$ cat src/common/weight_buffer_settings.svh
`ifndef WEIGHT_BUFFER_SETTINGS_SVH
`define WEIGHT_BUFFER_SETTINGS_SVH

// Input lanes, one weight bank per lane
`define WB_LANES 8

// Output channels held by every bank
`define WB_CHANNELS 8

// A 3x3 kernel is nine nibbles long
`define WB_TAPS 8'd9
`define WB_NIBBLE 4

// Kernels stored per channel and the matching address width
`define WB_DEPTH 512
`define WB_ADDR_BITS 9

`endif

$ cat src/common/weight_buffer_pkg.sv
`include "weight_buffer_settings.svh"

package weight_buffer_pkg;

	// One 4-bit weight as it arrives on a lane
	typedef logic [`WB_NIBBLE-1:0] nibble_t;

	// A packed kernel with the first nibble received in the top bits
	typedef logic [`WB_TAPS*`WB_NIBBLE-1:0] window_t;

	// Address into one channel RAM
	typedef logic [`WB_ADDR_BITS-1:0] addr_t;

	// Selects one of the output channels
	typedef logic [$clog2(`WB_CHANNELS)-1:0] chan_idx_t;

	// Counts the nibbles of the kernel being written
	typedef logic [$clog2(`WB_TAPS)-1:0] tap_idx_t;

endpackage

$ cat src/rtl/tap_shift_window.sv
`timescale 1ns/1ps

`include "weight_buffer_settings.svh"

module tap_shift_window (
	input  logic                                   clk,
	input  logic                                   arst_n,
	input  logic                                   write_en,
	input  weight_buffer_pkg::nibble_t [`WB_LANES-1:0] weight_in,
	output weight_buffer_pkg::window_t [`WB_LANES-1:0] window
);
	import weight_buffer_pkg::*;

	// Entry 0 holds the newest nibble and the top entry the oldest
	nibble_t [`WB_TAPS-1:0] taps [`WB_LANES];

	for (genvar l = 0; l < `WB_LANES; l++) begin : g_lane

		// The chain only moves on a write, so idle cycles keep the kernel intact
		always_ff @(posedge clk or negedge arst_n) begin
			if (!arst_n) begin
				taps[l] <= '0;
			end else if (write_en) begin
				taps[l] <= {taps[l][`WB_TAPS-2:0], weight_in[l]};
			end
		end

		// The packed chain already has the oldest nibble in the top bits
		assign window[l] = window_t'(taps[l]);

	end

endmodule

$ cat config.mk
export PLATFORM = sky130hd
export DESIGN_NAME = tap_shift_window
export DESIGN_NICKNAME = d
export VERILOG_FILES = /design/src/common/weight_buffer_pkg.sv /design/src/rtl/tap_shift_window.sv
export VERILOG_INCLUDE_DIRS = /design/src /design/src/common
export SDC_FILE = /design/constraint.sdc
export NUM_CORES = 1
export LEC_CHECK = 0
export BUFFER_PORTS_ARGS = -buffer_cell sky130_fd_sc_hd__buf_2
export CAP_MARGIN = 20
export CORE_ASPECT_RATIO = 1.25
export CORE_UTILIZATION = 47
export CTS_BUF_LIST = sky130_fd_sc_hd__clkbuf_8 sky130_fd_sc_hd__clkbuf_16
export DETAILED_ROUTE_END_ITERATION = 8
export PLACE_DENSITY = 0.79
export SLEW_MARGIN = 20
export SYNTH_ARGS = -nofsm -noshare
export SYNTH_HDL_FRONTEND = slang
export SYNTH_SLANG_ARGS = --single-unit
export TNS_END_PERCENT = 100
$ cat constraint.sdc
create_clock -name clk -period 0.8 [get_ports clk]
set_input_delay 0.24 -clock clk [delete_from_list [all_inputs] [get_ports clk]]
set_output_delay 0.24 -clock clk [all_outputs]
set_load 0.05 [all_outputs]
==> results of run 1 <==
[through the flow]
stage                util  hold WS, ps  setup TNS, ps  cell area [sq um]
finish              0.861          225        -209660              20600
global route        0.861          217        -217410              20600
CTS                 0.807          199        -193820              19300
detailed placement  0.605          204        -114440              14500
global placement    0.605          203        -108090              14500
floorplan               -        -55.6         -76500              12000
[synth_stat cells, drive strengths merged]
library cell  instances
dfrtp               288
mux2                288
buf                  32
[worst max path at each step]
stage | end | from | slack, ps | cells after the start
after floorplan | window[100]$_DFFE_PN0P_ | write_en | -270 | 4
after global placement | window[285]$_DFFE_PN0P_ | write_en | -360 | 4
after detailed placement | window[66]$_DFFE_PN0P_ | write_en | -390 | 4
after CTS | window[29] | window[29]$_DFFE_PN0P_ | -590 | 1
after global routing | window[21] | window[21]$_DFFE_PN0P_ | -660 | 1
final | window[82] | window[82]$_DFFE_PN0P_ | -650 | 1
[area by class of cell]
class / count / share of cell area
multi-input cells: 288 / 0.202
well taps: 325 / 0.0198
flip-flops and latches: 288 / 0.362
clock inverters: 18 / 0.00815
clock buffers: 33 / 0.0379
repair buffers: 686 / 0.370
[what timing repair did]
action / CTS / global route
setup endpoints to repair: 392 / 575
setup buffers: 230 / 88
hold buffers: 33 / 0
gates resized for setup: 577 / 260
hold endpoints to repair: 320 / 0
[layer usage]
layer / vias up / global-route usage / share of wire
li1: 3511 / - / -
met1: 4542 / 0.353 / 0.35
met2: 499 / 0.564 / 0.52
met3: 169 / 0.0595 / 0.067
met4: 0 / 0.128 / 0.057
met5: - / 0 / 0
[power breakdown]
part           switching, uW  total, uW  leakage, uW  internal, uW
combinational          23900      44700      0.00628         20900
sequential              5210      24600      0.00321         19300
clock                   6180      14100     0.000498          7930
total                  35300      83400      0.00999         48100
[logic make-up after synthesis]
kind of cell           share of synthesized area
muxes                                      0.347
DFF                                        0.625
buffers and inverters                     0.0280
==> impl_results.md, run 1 <==
* Setup ws final at -649 ps
* Crit Reg-Reg Endpoint: window[40]$_DFFE_PN0P_
* Worst hold path type: input pin to register
* Area delta synth->final at 78.5%
* Synth area leaders: dfrtp_1 (63%), mux2_4 (26%), mux2_2 (8.5%)
* Worst slew pin tran at 296 ps
* Drt wl/cell at 28.2 um
* CTS buffer count at 28
* Number of global-route vias before repair at 9355
* Failing checks: negative setup slack
* Layout cells sized above 1 at 0.894
* CTS Root Cell: clkbuf_16
* Min-Delay Endpoint: window[215]$_DFFE_PN0P_
* Post-layout min period at 1450 ps
* Global route overflow at 0
* Critical Path AT at 1210 ps
* Yosys top cell by area: dfrtp_1
* Clock transition at path regs at 70 ps
* Core Area at 23900 sq um
* Cells after Synth at 608
* Slew headroom at 0.803
* TritonCTS Sinks at 288
* Fillers at 874
* Synth Warn # at 0
* Via count at 8721
* CTS tree: yes
* Final Skew at 17.2 ps
* Commonest cells after routing, fill and taps aside: buf_6 (496), mux2_4 (246), dfrtp_2 (188)
* Power per Cell Area at 4050 nW/um^2
* Inst Count DP at 1281
* Detailed Route WL at 46100 um
* Syn avg cell area at 19.0 sq um
* Final setup viols at 575
* Clock tree buffer depth at 3
* Worst vdd ir at 2.57 mV
* First-pass GRT wire length at 58100 um
* Period utilization at 1.81
* Die height at 177 um
* Die Area at 25200 sq um
* Synth cell types at 5
* Antenna violations before repair at 0
* Cell area after synthesis at 11500 sq um
* CP top delay family: flip-flops
* Most common cell after layout, fill and taps aside: buf_6
* Pleak at 0.00999 uW
* Seq/Total Area, Yosys at 0.625
* # port buffers at 322
* Clock H-tree levels at 1
* I/O pin count at 323
* Outcome: complete, but fails checks
* Antenna viol nets, final at 0
* Worst-path maximum fanout at 2
* Post-place setup slack at -385 ps
* Crit-path cells: buf_6
* Cell row count at 63
* Multi-input logic area at 4170 sq um
* Hold path depth at 3
* Nets at 1327
* First-pass detailed-route iteration total at 4
* DP HPWL at 17400 um
* R2R setup slack at -380 ps
* Max Freq at 0.690 GHz
* Share of the synthesized area in the top cell type at 0.625
* Number of synthesized register bits at 288
* Final Power at 83400 uW
* Req. time, crit path at 560 ps
* Die extent in x at 142 um
* Hold Startpoint: write_en
* Clock latency on the worst-skew pair at 550 ps
* Largest register FFs at 288
* Final Slew Violations at 0
* Critical path's largest stage delay at 460 ps
* Final hold violations at 0
* Post-Layout Cell Count at 1638
* CP Capture Type: primary output
* Worst Path Buf+Inv at 1
* Largest net degree at the start of global routing at 47
* Max Cap Viol at 0
* Syn_nets at 643
* Worst R2R Path Depth at 3
* Vias/cell at 5.32
* Max stage delay cell, worst path: dfrtp_1
* DRT iter0 DRCs at 370
* DRC errors left at 0
* Initial Util at 0.483
* N_diodes at 0
* R2r startpoint: window[40]$_DFFE_PN0P_
* Routability Congestion at 0.771
* Startpoint types: register
* GRT Util Overall at 0.310
* CP Class: register to primary output
* Storage cell area at 7440 sq um
* Unrepaired setup endpoints after global routing: true
Note: power is estimated with default switching activity, not from simulation.
==> run 2, diff against run 1 <==
RECOVER_POWER = 25   (was default)
==> impl_results.md, run 2 (synthesized netlist as in run 1, its figures left out) <==
* Util after Layout at 0.860
* CP top delay family: flip-flops
* Startpoint types: register
* Unrepaired setup endpoints after global routing: true
* DRT iter0 DRCs at 368
* Critical path depth at 1
* Clock tree buffer depth at 3
* Final setup viols at 717
* Antenna viol nets, final at 0
* Failing checks: negative setup slack
* Max Freq at 0.691 GHz
* DRC errors left at 0
* Vias/cell at 5.32
* Die extent in x at 142 um
* Outcome: complete, but fails checks
* R2r startpoint: window[40]$_DFFE_PN0P_
* Routability Congestion at 0.771
* Critical Path AT at 1210 ps
* # port buffers at 322
* Die height at 177 um
* Worst vdd ir at 2.57 mV
* Worst R2R Path Depth at 3
* Power per Cell Area at 4060 nW/um^2
* Layout cells sized above 1 at 0.894
* N_diodes at 0
* CP Class: register to primary output
* DP HPWL at 17400 um
* Hold Startpoint: write_en
* GRT Util Overall at 0.310
* Worst Hold Slack at 224 ps
* Clock transition at path regs at 70 ps
* R2R setup slack at -380 ps
* Die Area at 25200 sq um
* Period utilization at 1.81
* Worst-path maximum fanout at 2
* Crit-path cells: buf_6
* CP Launch Point: window[82]$_DFFE_PN0P_
* Worst Path Buf+Inv at 1
* CTS tree: yes
* Nets at 1327
* Area delta synth->final at 78.2%
* First-pass GRT wire length at 58100 um
* Worst slew pin tran at 439 ps
* Worst hold path type: input pin to register
* Global route overflow at 0
* Critical path's largest stage delay at 460 ps
* Initial Util at 0.483
* Req. time, crit path at 560 ps
* Final hold violations at 0
* I/O pin count at 323
* Min-Delay Endpoint: window[215]$_DFFE_PN0P_
* Antenna violations before repair at 0
* Detailed Route WL at 46100 um
* Number of global-route vias before repair at 9355
* Max stage delay cell, worst path: dfrtp_1
* Final Slew Violations at 0
* Pleak at 0.00997 uW
* Via count at 8717
* TritonCTS Sinks at 288
* Slew headroom at 0.707
* Setup TNS at -215430 ps
* Clock H-tree levels at 1
* Largest net degree at the start of global routing at 47
* First-pass detailed-route iteration total at 4
* CTS Root Cell: clkbuf_16
* Core Area at 23900 sq um
* Clock latency on the worst-skew pair at 550 ps
* Most common cell after layout, fill and taps aside: buf_6
* Hold path depth at 3
* Largest register FFs at 288
* Max Cap Viol at 0
* Drt wl/cell at 28.1 um
* Setup ws final at -648 ps
* Crit Reg-Reg Endpoint: window[40]$_DFFE_PN0P_
* CTS buffer count at 28
* CP Capture Type: primary output
* Post-layout min period at 1450 ps
* Commonest cells after routing, fill and taps aside: buf_6 (498), mux2_4 (246), dfrtp_2 (188)
* Final Skew at 17.4 ps
* Cell row count at 63
run 2: final cells by class:
cell class	count	area [sq um]
multi-input cells	288	4170
clock buffers	33	781
well taps	325	407
clock inverters	18	168
repair buffers	686	7570
fillers	880	3350
flip-flops and latches	288	7440
run 2: worst max path at each step:
stage / to / slack [ps]
CTS: window[29] / -590
detailed placement: window[66]$_DFFE_PN0P_ / -390
finish: window[82] / -650
global route: window[21] / -660
global placement: window[285]$_DFFE_PN0P_ / -360
floorplan: window[100]$_DFFE_PN0P_ / -270
run 2: what timing repair did:
action,in CTS,in global routing
setup buffers,230,88
endpoints found under the setup margin,392,575
gates resized for setup,577,260
hold buffers,33,0
cloned,0,0
hold endpoints to repair,320,0
run 2: layer usage:
metal  part of all wire  global-route usage
met5                  0                   0
met4              0.057               0.128
met3              0.065              0.0595
met2               0.52               0.564
met1               0.35               0.353
run 2: report_power, final:
part | switching, uW | total, uW | leakage, uW | internal (uW)
logic | 23800 | 44700 | 0.00626 | 20800
registers | 5210 | 24600 | 0.00321 | 19300
clock network | 6200 | 14100 | 0.000498 | 7930
total | 35300 | 83400 | 0.00997 | 48100
run 2: through the flow:
stage,instances,power (uW),setup WS (ps),area [sq um]
3_3_place_gp,1281,50600,-361,14500
2_1_floorplan,608,43800,-265,12000
3_5_place_dp,1281,51100,-385,14500
6_report,1638,83400,-648,20500
5_1_grt,1638,85200,-664,20500
4_1_cts,1595,75800,-594,19300
