**src/common/weight_buffer_settings.svh**
```systemverilog
`ifndef WEIGHT_BUFFER_SETTINGS_SVH
`define WEIGHT_BUFFER_SETTINGS_SVH

// Input lanes, one weight bank per lane
`define WB_LANES 8

// Output channels held by every bank
`define WB_CHANNELS 8

// A 3x3 kernel is nine nibbles long
`define WB_TAPS 8'd9
`define WB_NIBBLE 4

// Kernels stored per channel and the matching address width
`define WB_DEPTH 512
`define WB_ADDR_BITS 9

`endif

```
**src/common/weight_buffer_pkg.sv**
```systemverilog
`include "weight_buffer_settings.svh"

package weight_buffer_pkg;

	// One 4-bit weight as it arrives on a lane
	typedef logic [`WB_NIBBLE-1:0] nibble_t;

	// A packed kernel with the first nibble received in the top bits
	typedef logic [`WB_TAPS*`WB_NIBBLE-1:0] window_t;

	// Address into one channel RAM
	typedef logic [`WB_ADDR_BITS-1:0] addr_t;

	// Selects one of the output channels
	typedef logic [$clog2(`WB_CHANNELS)-1:0] chan_idx_t;

	// Counts the nibbles of the kernel being written
	typedef logic [$clog2(`WB_TAPS)-1:0] tap_idx_t;

endpackage

```
**src/rtl/write_sequencer.sv**
```systemverilog
`timescale 1ns/1ps

`include "weight_buffer_settings.svh"

module write_sequencer (
	input  logic                                      clk,
	input  logic                                      arst_n,
	input  logic                                      clear,
	input  logic                                      write_en,
	output logic [`WB_CHANNELS-1:0]                   chan_we,
	output weight_buffer_pkg::addr_t [`WB_CHANNELS-1:0] chan_addr
);
	import weight_buffer_pkg::*;

	tap_idx_t  tap_cnt;
	chan_idx_t chan_cnt;
	logic      last_tap;

	// The write that completes a kernel
	assign last_tap = write_en && (tap_cnt == tap_idx_t'(`WB_TAPS - 1));

	// Nine taps make a kernel, then the next channel takes its turn
	always_ff @(posedge clk or negedge arst_n) begin
		if (!arst_n) begin
			tap_cnt  <= '0;
			chan_cnt <= '0;
		end else if (clear) begin
			tap_cnt  <= '0;
			chan_cnt <= '0;
		end else if (write_en) begin
			if (last_tap) begin
				tap_cnt  <= '0;
				chan_cnt <= chan_cnt + chan_idx_t'(1); // Wraps from 7 back to 0
			end else begin
				tap_cnt <= tap_cnt + tap_idx_t'(1);
			end
		end
	end

	// One-hot strobe, high for a single cycle after the ninth nibble
	always_ff @(posedge clk or negedge arst_n) begin
		if (!arst_n) begin
			chan_we <= '0;
		end else if (clear) begin
			chan_we <= '0;
		end else begin
			chan_we <= '0;
			if (last_tap) begin
				chan_we[chan_cnt] <= 1'b1;
			end
		end
	end

	// Each channel steps its own address once its kernel has gone into the RAM
	always_ff @(posedge clk or negedge arst_n) begin
		if (!arst_n) begin
			chan_addr <= '0;
		end else if (clear) begin
			chan_addr <= '0;
		end else begin
			for (int c = 0; c < `WB_CHANNELS; c++) begin
				if (chan_we[c]) begin
					chan_addr[c] <= chan_addr[c] + addr_t'(1);
				end
			end
		end
	end

endmodule

```
**config.mk**
```make
export PLATFORM = sky130hd
export DESIGN_NAME = write_sequencer
export DESIGN_NICKNAME = d
export VERILOG_FILES = /design/src/common/weight_buffer_pkg.sv /design/src/rtl/write_sequencer.sv
export VERILOG_INCLUDE_DIRS = /design/src /design/src/common
export SDC_FILE = /design/constraint.sdc
export NUM_CORES = 1
export LEC_CHECK = 0
export BUFFER_PORTS_ARGS = -buffer_cell sky130_fd_sc_hd__buf_2
export CAP_MARGIN = 10
export CORE_MARGIN = 2
export CORE_UTILIZATION = 50
export CTS_CLUSTER_SIZE = 25
export DETAILED_ROUTE_END_ITERATION = 6
export GPL_TIMING_DRIVEN = 0
export PLACE_DENSITY_LB_ADDON = 0.15
export SLEW_MARGIN = 10
export SYNTH_ARGS = -nofsm -noshare
export SYNTH_HDL_FRONTEND = slang
export SYNTH_SLANG_ARGS = --single-unit
```
**constraint.sdc**
```tcl
create_clock -name clk -period 1.6 [get_ports clk]
set_input_delay 0.32 -clock clk [delete_from_list [all_inputs] [get_ports clk]]
set_output_delay 0.32 -clock clk [all_outputs]
set_load 0.005 [all_outputs]
```
==> results of run 1 <==
## cells by family (layout without fill, tap and decap cells)
| family | after synthesis | in the layout | synth area share, % |
|---|---|---|---|
| xor+xnor | 32 | 32 | 6.931 |
| mux | 9 | 9 | 2.228 |
| fa+ha+maj | 11 | 11 | 3.403 |
| compound gates | 74 | 74 | 9.685 |
| buf+inv | 24 | 122 | 2.351 |
| simple gates | 156 | 156 | 21.57 |
| flops | 87 | 87 | 53.84 |
## flip-flops by register name (all words and copies together), names as in the netlist
signal	flops
chan_addr	72
chan_we	8
tap_cnt	4
chan_cnt	3
## layer usage
metal  wire, um  part of all wire [%]
met4        101                   1.2
met2       4154                    49
met3        379                   4.4
met5          0                     0
met1       3902                    46
## timing repair
action                                  in CTS  in global routing
hold buffers                                 1                  0
endpoints found under the hold margin       23                  0
resized for setup                            1                  7
pin swaps                                    0                  2
buffers inserted                             0                  1
endpoints found under the setup margin       1                  8
## cells in the final DEF (no fill, tap or decap), types with 10 or more instances in the layout
master	instances
or3_1	27
o21ai_0	14
nor2_1	41
clkbuf_8	10
nand2_1	32
inv_1	11
dfrtp_1	86
o21ai_1	15
buf_2	84
nand4_1	22
a21oi_1	37
xor2_1	20
ha_1	10
xnor2_1	12
## worst min-delay path, cell delays in order
cell	delay (ns)
buf_2	0.15
nand3_1	0.08
a21oi_1	0.05
## per-stage QoR
step	hold slack (ns)	instance area [um2]	total power, mW
finish	0.3016	4896	4.115
global route	0.3146	4896	4.256
CTS	0.2921	4858	4.151
detailed placement	0.2489	4607	2.370
global placement	0.5301	4577	2.360
floorplan	0.02441	4044	2.293
## power groups by stage
stage / Combinational, mW / Clock, mW / Sequential (mW)
floorplan: 0.0446 / 0 / 2.25
global placement: 0.111 / 0 / 2.25
detailed placement: 0.122 / 0 / 2.25
CTS: 0.125 / 1.82 / 2.20
global route: 0.145 / 1.90 / 2.21
finish: 0.126 / 1.78 / 2.20
## final cells by class
type | instances | area, um2
inverters | 11 | 41.29
clock buffers | 10 | 137.6
repair buffers | 84 | 452.9
well taps | 102 | 127.6
multi-input cells | 282 | 1809
clock inverters | 4 | 95.09
flip-flops and latches | 87 | 2178
plain buffers | 13 | 53.80
fillers | 682 | 2872
## worst paths after layout
path | endpoint | start | slack [ns] | cells after the start
max in group asynchronous | chan_addr[57] | arst_n | 0.57 | 3
setup reg to reg | chan_we[0] | tap_cnt[0] | 0.1 | 5
hold / removal | tap_cnt[0] | write_en | 0.30 | 3
hold reg to reg | chan_addr[44] | chan_addr[44] | 0.55 | 2
min in group asynchronous | chan_addr[13] | arst_n | 0.42 | 2
setup / recovery | chan_we[0] | tap_cnt[0] | 0.1 | 5
==> impl_results.md, run 1 <==
- Reg power frac: 53.6%
- Critical Path End Type: register
- Die width: 93.93 um
- Sw power: 825.0 uW
- Largest net degree at the start of global routing: 65
- Clk pwr share: 43.4%
- Core Area: 0.007767 mm2
- CP Buf/Inv Count: 1
- Number of global-route vias before repair: around 3.1k
- Fraction of layout cells with a size suffix above 1: 23.63%
- Met3 Usage GRT: approximately 4.2%
- Worst path slowest cell: dfrtp_1
- Nets@finish: slightly above 500
- Peak VDD IR: 0.0004318 V
- Most frequent cell after synthesis: dfrtp_1
- DIE AREA: 0.008823 mm2
- Switching share of power: about a fifth
- Met2 track demand over resource: approximately a third
- Yosys warns: 0
- Crit path max-delay family: simple AND/OR/NAND/NOR gates
- Inst Count DP: approximately 580
- Gate power share: 3.1%
- GRT overflow: 0
- Worst-Skew Late Latency: 0.34 ns
- Number of synthesized register bits: 87
- Clock Sinks: 87
- First-pass GRT wire length: ~14000 um
- Final Util: 63.03%
- Critical path required time: 1.85 ns
- Largest cells by area after synthesis: dfrtp_1, a21oi_1, xor2_1
- CTS clk-pin slew, worst paths: 0.08 ns
- Max Transition Viols Final: 0
- Routed Antenna Nets: 0
- Gr usage total: 20.79%
- Worst-Margin Slew: 0.6912 ns
- Final WL: 8536 um
- Synth unique cells: 33
- Outcome: finished, final reports clean
- Cells along the critical path: inv_1 -> ha_4 -> nand4b_4 -> or3_4 -> nor3_1
- Setup Skew: 0.004797 ns
- Peak Freq: 666.1 MHz
- Routability Congestion: about 0.79
- Starting Density: 52.06%
- Mean Syn Cell Area: between 10 and 15 um2
- Largest area contributor in the netlist: dfrtp_1
- Port bufs: just over 80
- Ports: 84
- Setup ws final: 0.09874 ns
- Worst min path class: input port to register
- Ys flop type: dfrtp_1
- Routed len/inst: approximately 14 um
- Leakage: 2.357 nW
- Pint: 3.290 mW
- Clock Tree Buf Depth: 2
- Fin cells: a little under 600
- Syn Nets: 408
- Top-area cell type share of the netlist area: 53.84%
- Final period util: 93.83%
- Setup CP Type: register to register
- Area Overhead vs Synth: 21.07%
- Gr busiest metal: met2
- Post-route DRC: 0
- DRT Pass-1 Iters: 4
- Unrepaired setup endpoints after global routing: false
- H-tree level count: 3
- Hpwl dp: 6064 um
- Max-cap viol count: 0
- Commonest cells in the netlist: dfrtp_1, nor2_1, a21oi_1
- Synth Instances: 393
- Routed vias: around 3.2k
- Sequential cell area fraction in the yosys report: between 50% and 60%
- Post-place setup slack: between 0.02 and 0.025 ns
- Slew headroom: 53.92%
- Async S/R FF share, synth: 100.0%
- Post-synth EDFFs: 0
- CP arrival: 1.75 ns
- Clock root buffer: clkbuf_8
- Worst stage delay on the critical path: 0.42 ns
- Minimum clock period: 1.501 ns
- 1st-iter DRT viols: 95
- Ant diodes: 0
- Die Y: 93.93 um
- CTS tree: yes
- Avg Vias per Cell: roughly 5.5
- Row cnt: 32
- Met1 Use GR: around 27%
- Synthesized area: 0.004044 mm2
- Number of CTS-inserted buffers: 9
- Crit path launch type: register
- Initial antenna violation count: 0
- Power density over the cells: 840.4 mW/mm2
- Endpoints failing hold: 0
- Setup-failing EPs final: 0
- Setup_tns: 0 ns
- Max FO, Critical Path: 5
Power figures use the tool's default switching activity.
==> run 2, diff against run 1 <==
--- a/config.mk
+++ b/config.mk
@@ -14,6 +14,7 @@
 export DETAILED_ROUTE_END_ITERATION = 6
 export GPL_TIMING_DRIVEN = 0
 export PLACE_DENSITY_LB_ADDON = 0.15
+export SETUP_SLACK_MARGIN = 0.15
 export SLEW_MARGIN = 10
 export SYNTH_ARGS = -nofsm -noshare
 export SYNTH_HDL_FRONTEND = slang
==> run 2 against run 1 <==
Die area unchanged. Count of clock-buffer cells in the layout stayed put. Global-route usage grew 0.35 points. Sequential cell count did not move. Power grew 0.25%. Critical path type unchanged. Largest cell class unchanged.
==> impl_results.md, run 2 (same netlist as run 1, synthesis figures left out) <==
- Leakage: ~2.4 nW
- Starting Density: 52.06%
- Hold wc startpoint: write_en
- Total chip power: approximately 4.1 mW
- Worst r2r path cells: 5
- Number of global-route vias before repair: 3091
- Critical Path End Type: register
- Ports: 84
- Setup CP Type: register to register
- Largest net degree at the start of global routing: 65
- Max Transition Viols Final: 0
- Fill cells: 653
- Most frequent cells in the layout: buf_2, dfrtp_1, nor2_1, a21oi_1, nand2_1
- Core Area: 0.007767 mm2
- Slew headroom: between 50% and 60%
- Peak Freq: 714.6 MHz
- Avg Vias per Cell: 5.451
- Final WL: 8792 um
- Number of CTS-inserted buffers: 9
- GRT overflow: 0
- Metal1 wirelength: 3957 um
- WL met2: 4327 um
- 1st-iter DRT viols: 110
- Largest regs: chan_addr: 72 flops, chan_we: 8 flops, tap_cnt: 4 flops
- Setup Skew: 0.004073 ns
- Hpwl dp: 6064 um
- Clock Sinks: 87
- CTS clk-pin slew, worst paths: 0.08 ns
- Worst hold path depth: 3
- Largest Register: chan_addr
- Initial antenna violation count: 0
- Fraction of layout cells with a size suffix above 1: between 20 and 30%
- Post-place setup slack: a little over 0.02 ns
- Final period util: 87.46%
- Met3 wire length: 405 um
- Setup ws final: 0.2006 ns
- Gr usage total: 21.13%
- Area Overhead vs Synth: 25.46%
- Routed Antenna Nets: 0
- Routed vias: 3314
- H-tree level count: 3
- Row cnt: 32
- Dpl cell area: roughly 0.0046 mm2
- Routability Congestion: 0.7867
- Endpoints failing hold: 0
- Minimum clock period: 1.399 ns
- Worst-Skew Late Latency: 0.34 ns
- Unrepaired setup endpoints after global routing: true
- Worst hold margin: 0.3013 ns
- Post-route DRC: 0
- Routed len/inst: 14.46 um
- Setup-failing EPs final: 0
- Uppermost layer routed: met4
- Worst min path class: input port to register
- Outcome: finished, final reports clean
- Port bufs: 81
- CP arrival: 1.66 ns
- Clock root buffer: clkbuf_8
- DIE AREA: 0.008823 mm2
- Max-cap viol count: 0
- Max FO, Critical Path: 5
- DRT Pass-1 Iters: 4
- Die width: 93.93 um
- Non-Filler Cell Area, Final: 0.005074 mm2
- RR Startpoint: tap_cnt[0]
- Peak VDD IR: between 0.0004 and 0.0005 V
- Commonest non-fill, non-tap cell in the layout: buf_2
- Max FFs per register: 72
- Worst-Margin Slew: 0.7100 ns
- First-pass GRT wire length: 14630 um
- Crit path launch type: register
- Die Y: 93.93 um
- CTS tree: yes
- Nets@finish: 518
- Clock Tree Buf Depth: 2
- Power density over the cells: between 800 and 900 mW/mm2
- CP startpoint: tap_cnt[0]
- Ant diodes: 0
- Critical path required time: 1.86 ns
==> run 2: cell types whose count changed in the layout (fill, tap and decap cells not counted), sizes merged <==
| cell | change |
|---|---|
| clkbuf | +1 |
| buf | +14 |
==> run 2: final cells by class <==
class                   instances  area (um2)  share of cell area [%]
plain buffers                  13       56.30                   1.110
multi-input cells             282        1862                   36.70
inverters                      11       41.29                  0.8138
well taps                     102       127.6                   2.515
flip-flops and latches         87        2188                   43.13
clock buffers                  10       137.6                   2.713
clock inverters                 4       95.09                   1.874
repair buffers                 99       565.5                   11.15
==> run 2: path summary, 6_finish.rpt <==
check / end / slack, ns
setup reg to reg: chan_we[4] / 0.20
max in group asynchronous: chan_we[4] / 0.55
hold reg to reg: chan_addr[44] / 0.55
hold / removal: tap_cnt[0] / 0.30
min in group asynchronous: chan_addr[13] / 0.42
setup / recovery: chan_we[4] / 0.20
==> run 2: critical path: stages, from the launching register on <==
cell      delay (ns)
dfrtp_1         0.40
inv_2           0.09
ha_4            0.15
nand4b_4        0.13
or3_4           0.39
nor3b_2         0.16
==> run 2: timing repair <==
item / in CTS / in global routing
pin swaps: 0 / 4
hold buffers: 1 / 0
endpoints found under the hold margin: 23 / 0
setup endpoints to repair: 13 / 32
setup buffers: 6 / 10
resized for setup: 8 / 21
==> run 2: stage by stage <==
step	instances	TNS, ns	util (%)
global route	608	0	65.32
detailed placement	577	0	59.31
global placement	576	-51.60	58.92
CTS	598	0	63.45
floorplan	393	0	-
finish	608	0	65.32
==> run 2: report_power, final <==
part	switching, mW	internal (mW)	total, mW
registers	0.00296	2.20	2.20
logic	0.101	0.0336	0.134
clock network	0.727	1.06	1.79
==> run 2: routing by layer <==
| metal | vias to the layer above | GRT usage, % |
|---|---|---|
| li1 | 1623 | - |
| met1 | 1610 | 28.02 |
| met2 | 71 | 34.88 |
| met3 | 10 | 4.173 |
| met4 | 0 | 7.126 |
| met5 | - | 0 |
==> run 3, diff against run 2 <==
--- a/config.mk
+++ b/config.mk
@@ -13,7 +13,7 @@
 export CTS_CLUSTER_SIZE = 25
 export DETAILED_ROUTE_END_ITERATION = 6
 export GPL_TIMING_DRIVEN = 0
-export PLACE_DENSITY_LB_ADDON = 0.15
+export PLACE_DENSITY_LB_ADDON = 0.2
 export SETUP_SLACK_MARGIN = 0.15
 export SLEW_MARGIN = 10
 export SYNTH_ARGS = -nofsm -noshare
==> run 3 against run 2 <==
Critical path depth fell by 1. Via count is 1.6% higher. Clock power fell by 7%. Power shrank 3.1%. Fmax shrank 1.2%. First-iteration DRC count is 12% lower. Critical endpoint is now chan_addr[44]. Largest cell class unchanged. Largest power group unchanged.
==> impl_results.md, run 3 (same netlist as run 1, synthesis figures left out) <==
- CP startpoint: chan_addr[36]
- R2r endpoint: chan_addr[44]
- Routed vias: 3366
- Critical path required time: 1.87 ns
- Storage element area: about 0.0022 mm2
- First-pass GRT wire length: 14390 um
- H-tree level count: 3
- Number of CTS-inserted buffers: 9
- Most frequent cells in the layout: buf_2, dfrtp_1, nor2_1, a21oi_1, nand2_1
- Final WL: 8989 um
- Fin cells: 611
- Peak VDD IR: 0.0005199 V
- RR Startpoint: chan_addr[36]
- Max FFs per register: 72
- Setup CP Type: register to register
- Worst min path class: input port to register
- Initial antenna violation count: 0
- Routed Antenna Nets: 0
- Fraction of layout cells with a size suffix above 1: around 30%
- Unrepaired setup endpoints after global routing: true
- Commonest non-fill, non-tap cell in the layout: buf_2
- Port bufs: 81
- Worst-Skew Late Latency: 0.35 ns
- Hold wc startpoint: write_en
- Largest regs: chan_addr: 72 flops, chan_we: 8 flops, tap_cnt: 4 flops
- Hpwl dp: between 5000 and 6000 um
- Ports: between 80 and 90
- Outcome: finished, final reports clean
- Inst Count DP: 577
- Routed len/inst: approximately 15 um
- Die Y: around 94 um
- Largest net degree at the start of global routing: 60
- Final Util: 65.53%
- DIE AREA: roughly 0.009 mm2
- Clock Tree Buf Depth: 2
- Peak Freq: 706.1 MHz
- Max Transition Viols Final: 0
- Post-route DRC: 0
- Critical Path End Type: register
- GRT overflow: 0
- Worst-Margin Slew: slightly below 0.8 ns
- Starting Density: a little over half
- Fill cells: 669
- Ant diodes: 0
- Leakage: between 2 and 2.5 nW
- Setup-failing EPs final: 0
- DRT Pass-1 Iters: 4
- Routability Congestion: 0.7285
- Max-cap viol count: 0
- Endpoints failing hold: 0
- Crit path launch type: register
- Power density over the cells: 784.8 mW/mm2
- Gr usage total: between 20% and 30%
- Worst r2r path cells: 4
- Area of the multi-input gates: 0.001889 mm2
- Worst hold path depth: 3
- Row cnt: 32
- R2R setup slack: 0.18 ns
- Core Area: 0.007767 mm2
- CTS clk-pin slew, worst paths: ~0.080 ns
- Number of global-route vias before repair: 3089
- CTS tree: yes
- Hold EP: tap_cnt[0]
- Max FO, Critical Path: 5
- Largest Register: chan_addr
- CP arrival: 1.69 ns
- Minimum clock period: ~1.4 ns
- Avg Vias per Cell: around 5.5
- Slew headroom: roughly 47%
- Area Overhead vs Synth: 25.87%
- Final period util: 88.52%
- 1st-iter DRT viols: 97
- Nets@finish: 520
- Die width: 93.93 um
- Clock root buffer: clkbuf_8
- Total chip power: around 4 mW
- Clock Sinks: 87
- Setup Skew: 0.009537 ns
run 3: changes by cell type in the layout (fill, tap and decap cells not counted), sizes merged:
cell,previous run,this run
bufinv,3,2
clkinv,1,2
buf,105,108
run 3: report_power, final:
group          leakage [nW]  internal [mW]  switching [mW]
logic                  1.13         0.0333           0.102
registers              1.20           2.20         0.00290
clock network         0.109          0.910           0.747
total                  2.44           3.14           0.851
run 3: through the flow:
step | TNS [ns] | setup WS [ns] | instance area, um2 | hold WS, ns
2_1_floorplan | 0 | 0.1914 | 4044 | 0.02441
3_3_place_gp | -50.99 | -0.5919 | 4577 | 0.5321
3_5_place_dp | -0.01139 | -0.009011 | 4607 | 0.2800
4_1_cts | 0 | 0.1464 | 4906 | 0.2905
5_1_grt | 0 | 0.08343 | 5090 | 0.3170
6_report | 0 | 0.1837 | 5090 | 0.3111
run 3: cell type report:
type / count / share of cell area, %
sequential: 87 / 42.95
multi-input combinational: 282 / 37.12
timing repair buffer: 101 / 11.41
clock buffer: 11 / 2.778
tap: 102 / 2.507
clock inverter: 4 / 1.377
buffer: 13 / 1.057
inverter: 11 / 0.8112
run 3: worst max-delay path by stage:
stage	to	slack, ns	cells after the start
floorplan	chan_we[4]	0.19	5
global placement	chan_addr[67]	-0.59	1
detailed placement	chan_we[2]	-0.009	5
CTS	chan_we[2]	0.15	5
global route	chan_addr[44]	0.08	4
finish	chan_addr[44]	0.18	4
run 3: critical path: stages (launching register included):
cell,delay [ns]
dfrtp_1,0.43
ha_2,0.21
nand4_1,0.16
or3_1,0.42
a21oi_2,0.13
run 3: routing by layer:
layer  global-route usage (%)  part of all wire [%]  vias to the layer above
li1                         -                     -                     1627
met1                    27.93                    45                     1667
met2                    33.63                    50                       65
met3                    4.414                   4.4                        7
met4                    8.092                  0.80                        0
met5                        0                     0                        -
run 3: timing repair:
action                                  4_1_cts  5_1_grt
gates resized for setup                       8       23
buffers inserted                              6       12
hold buffers                                  1        0
hold endpoints to repair                     28        0
cloned                                        0        0
pin swaps                                     3        7
endpoints found under the setup margin       10       27
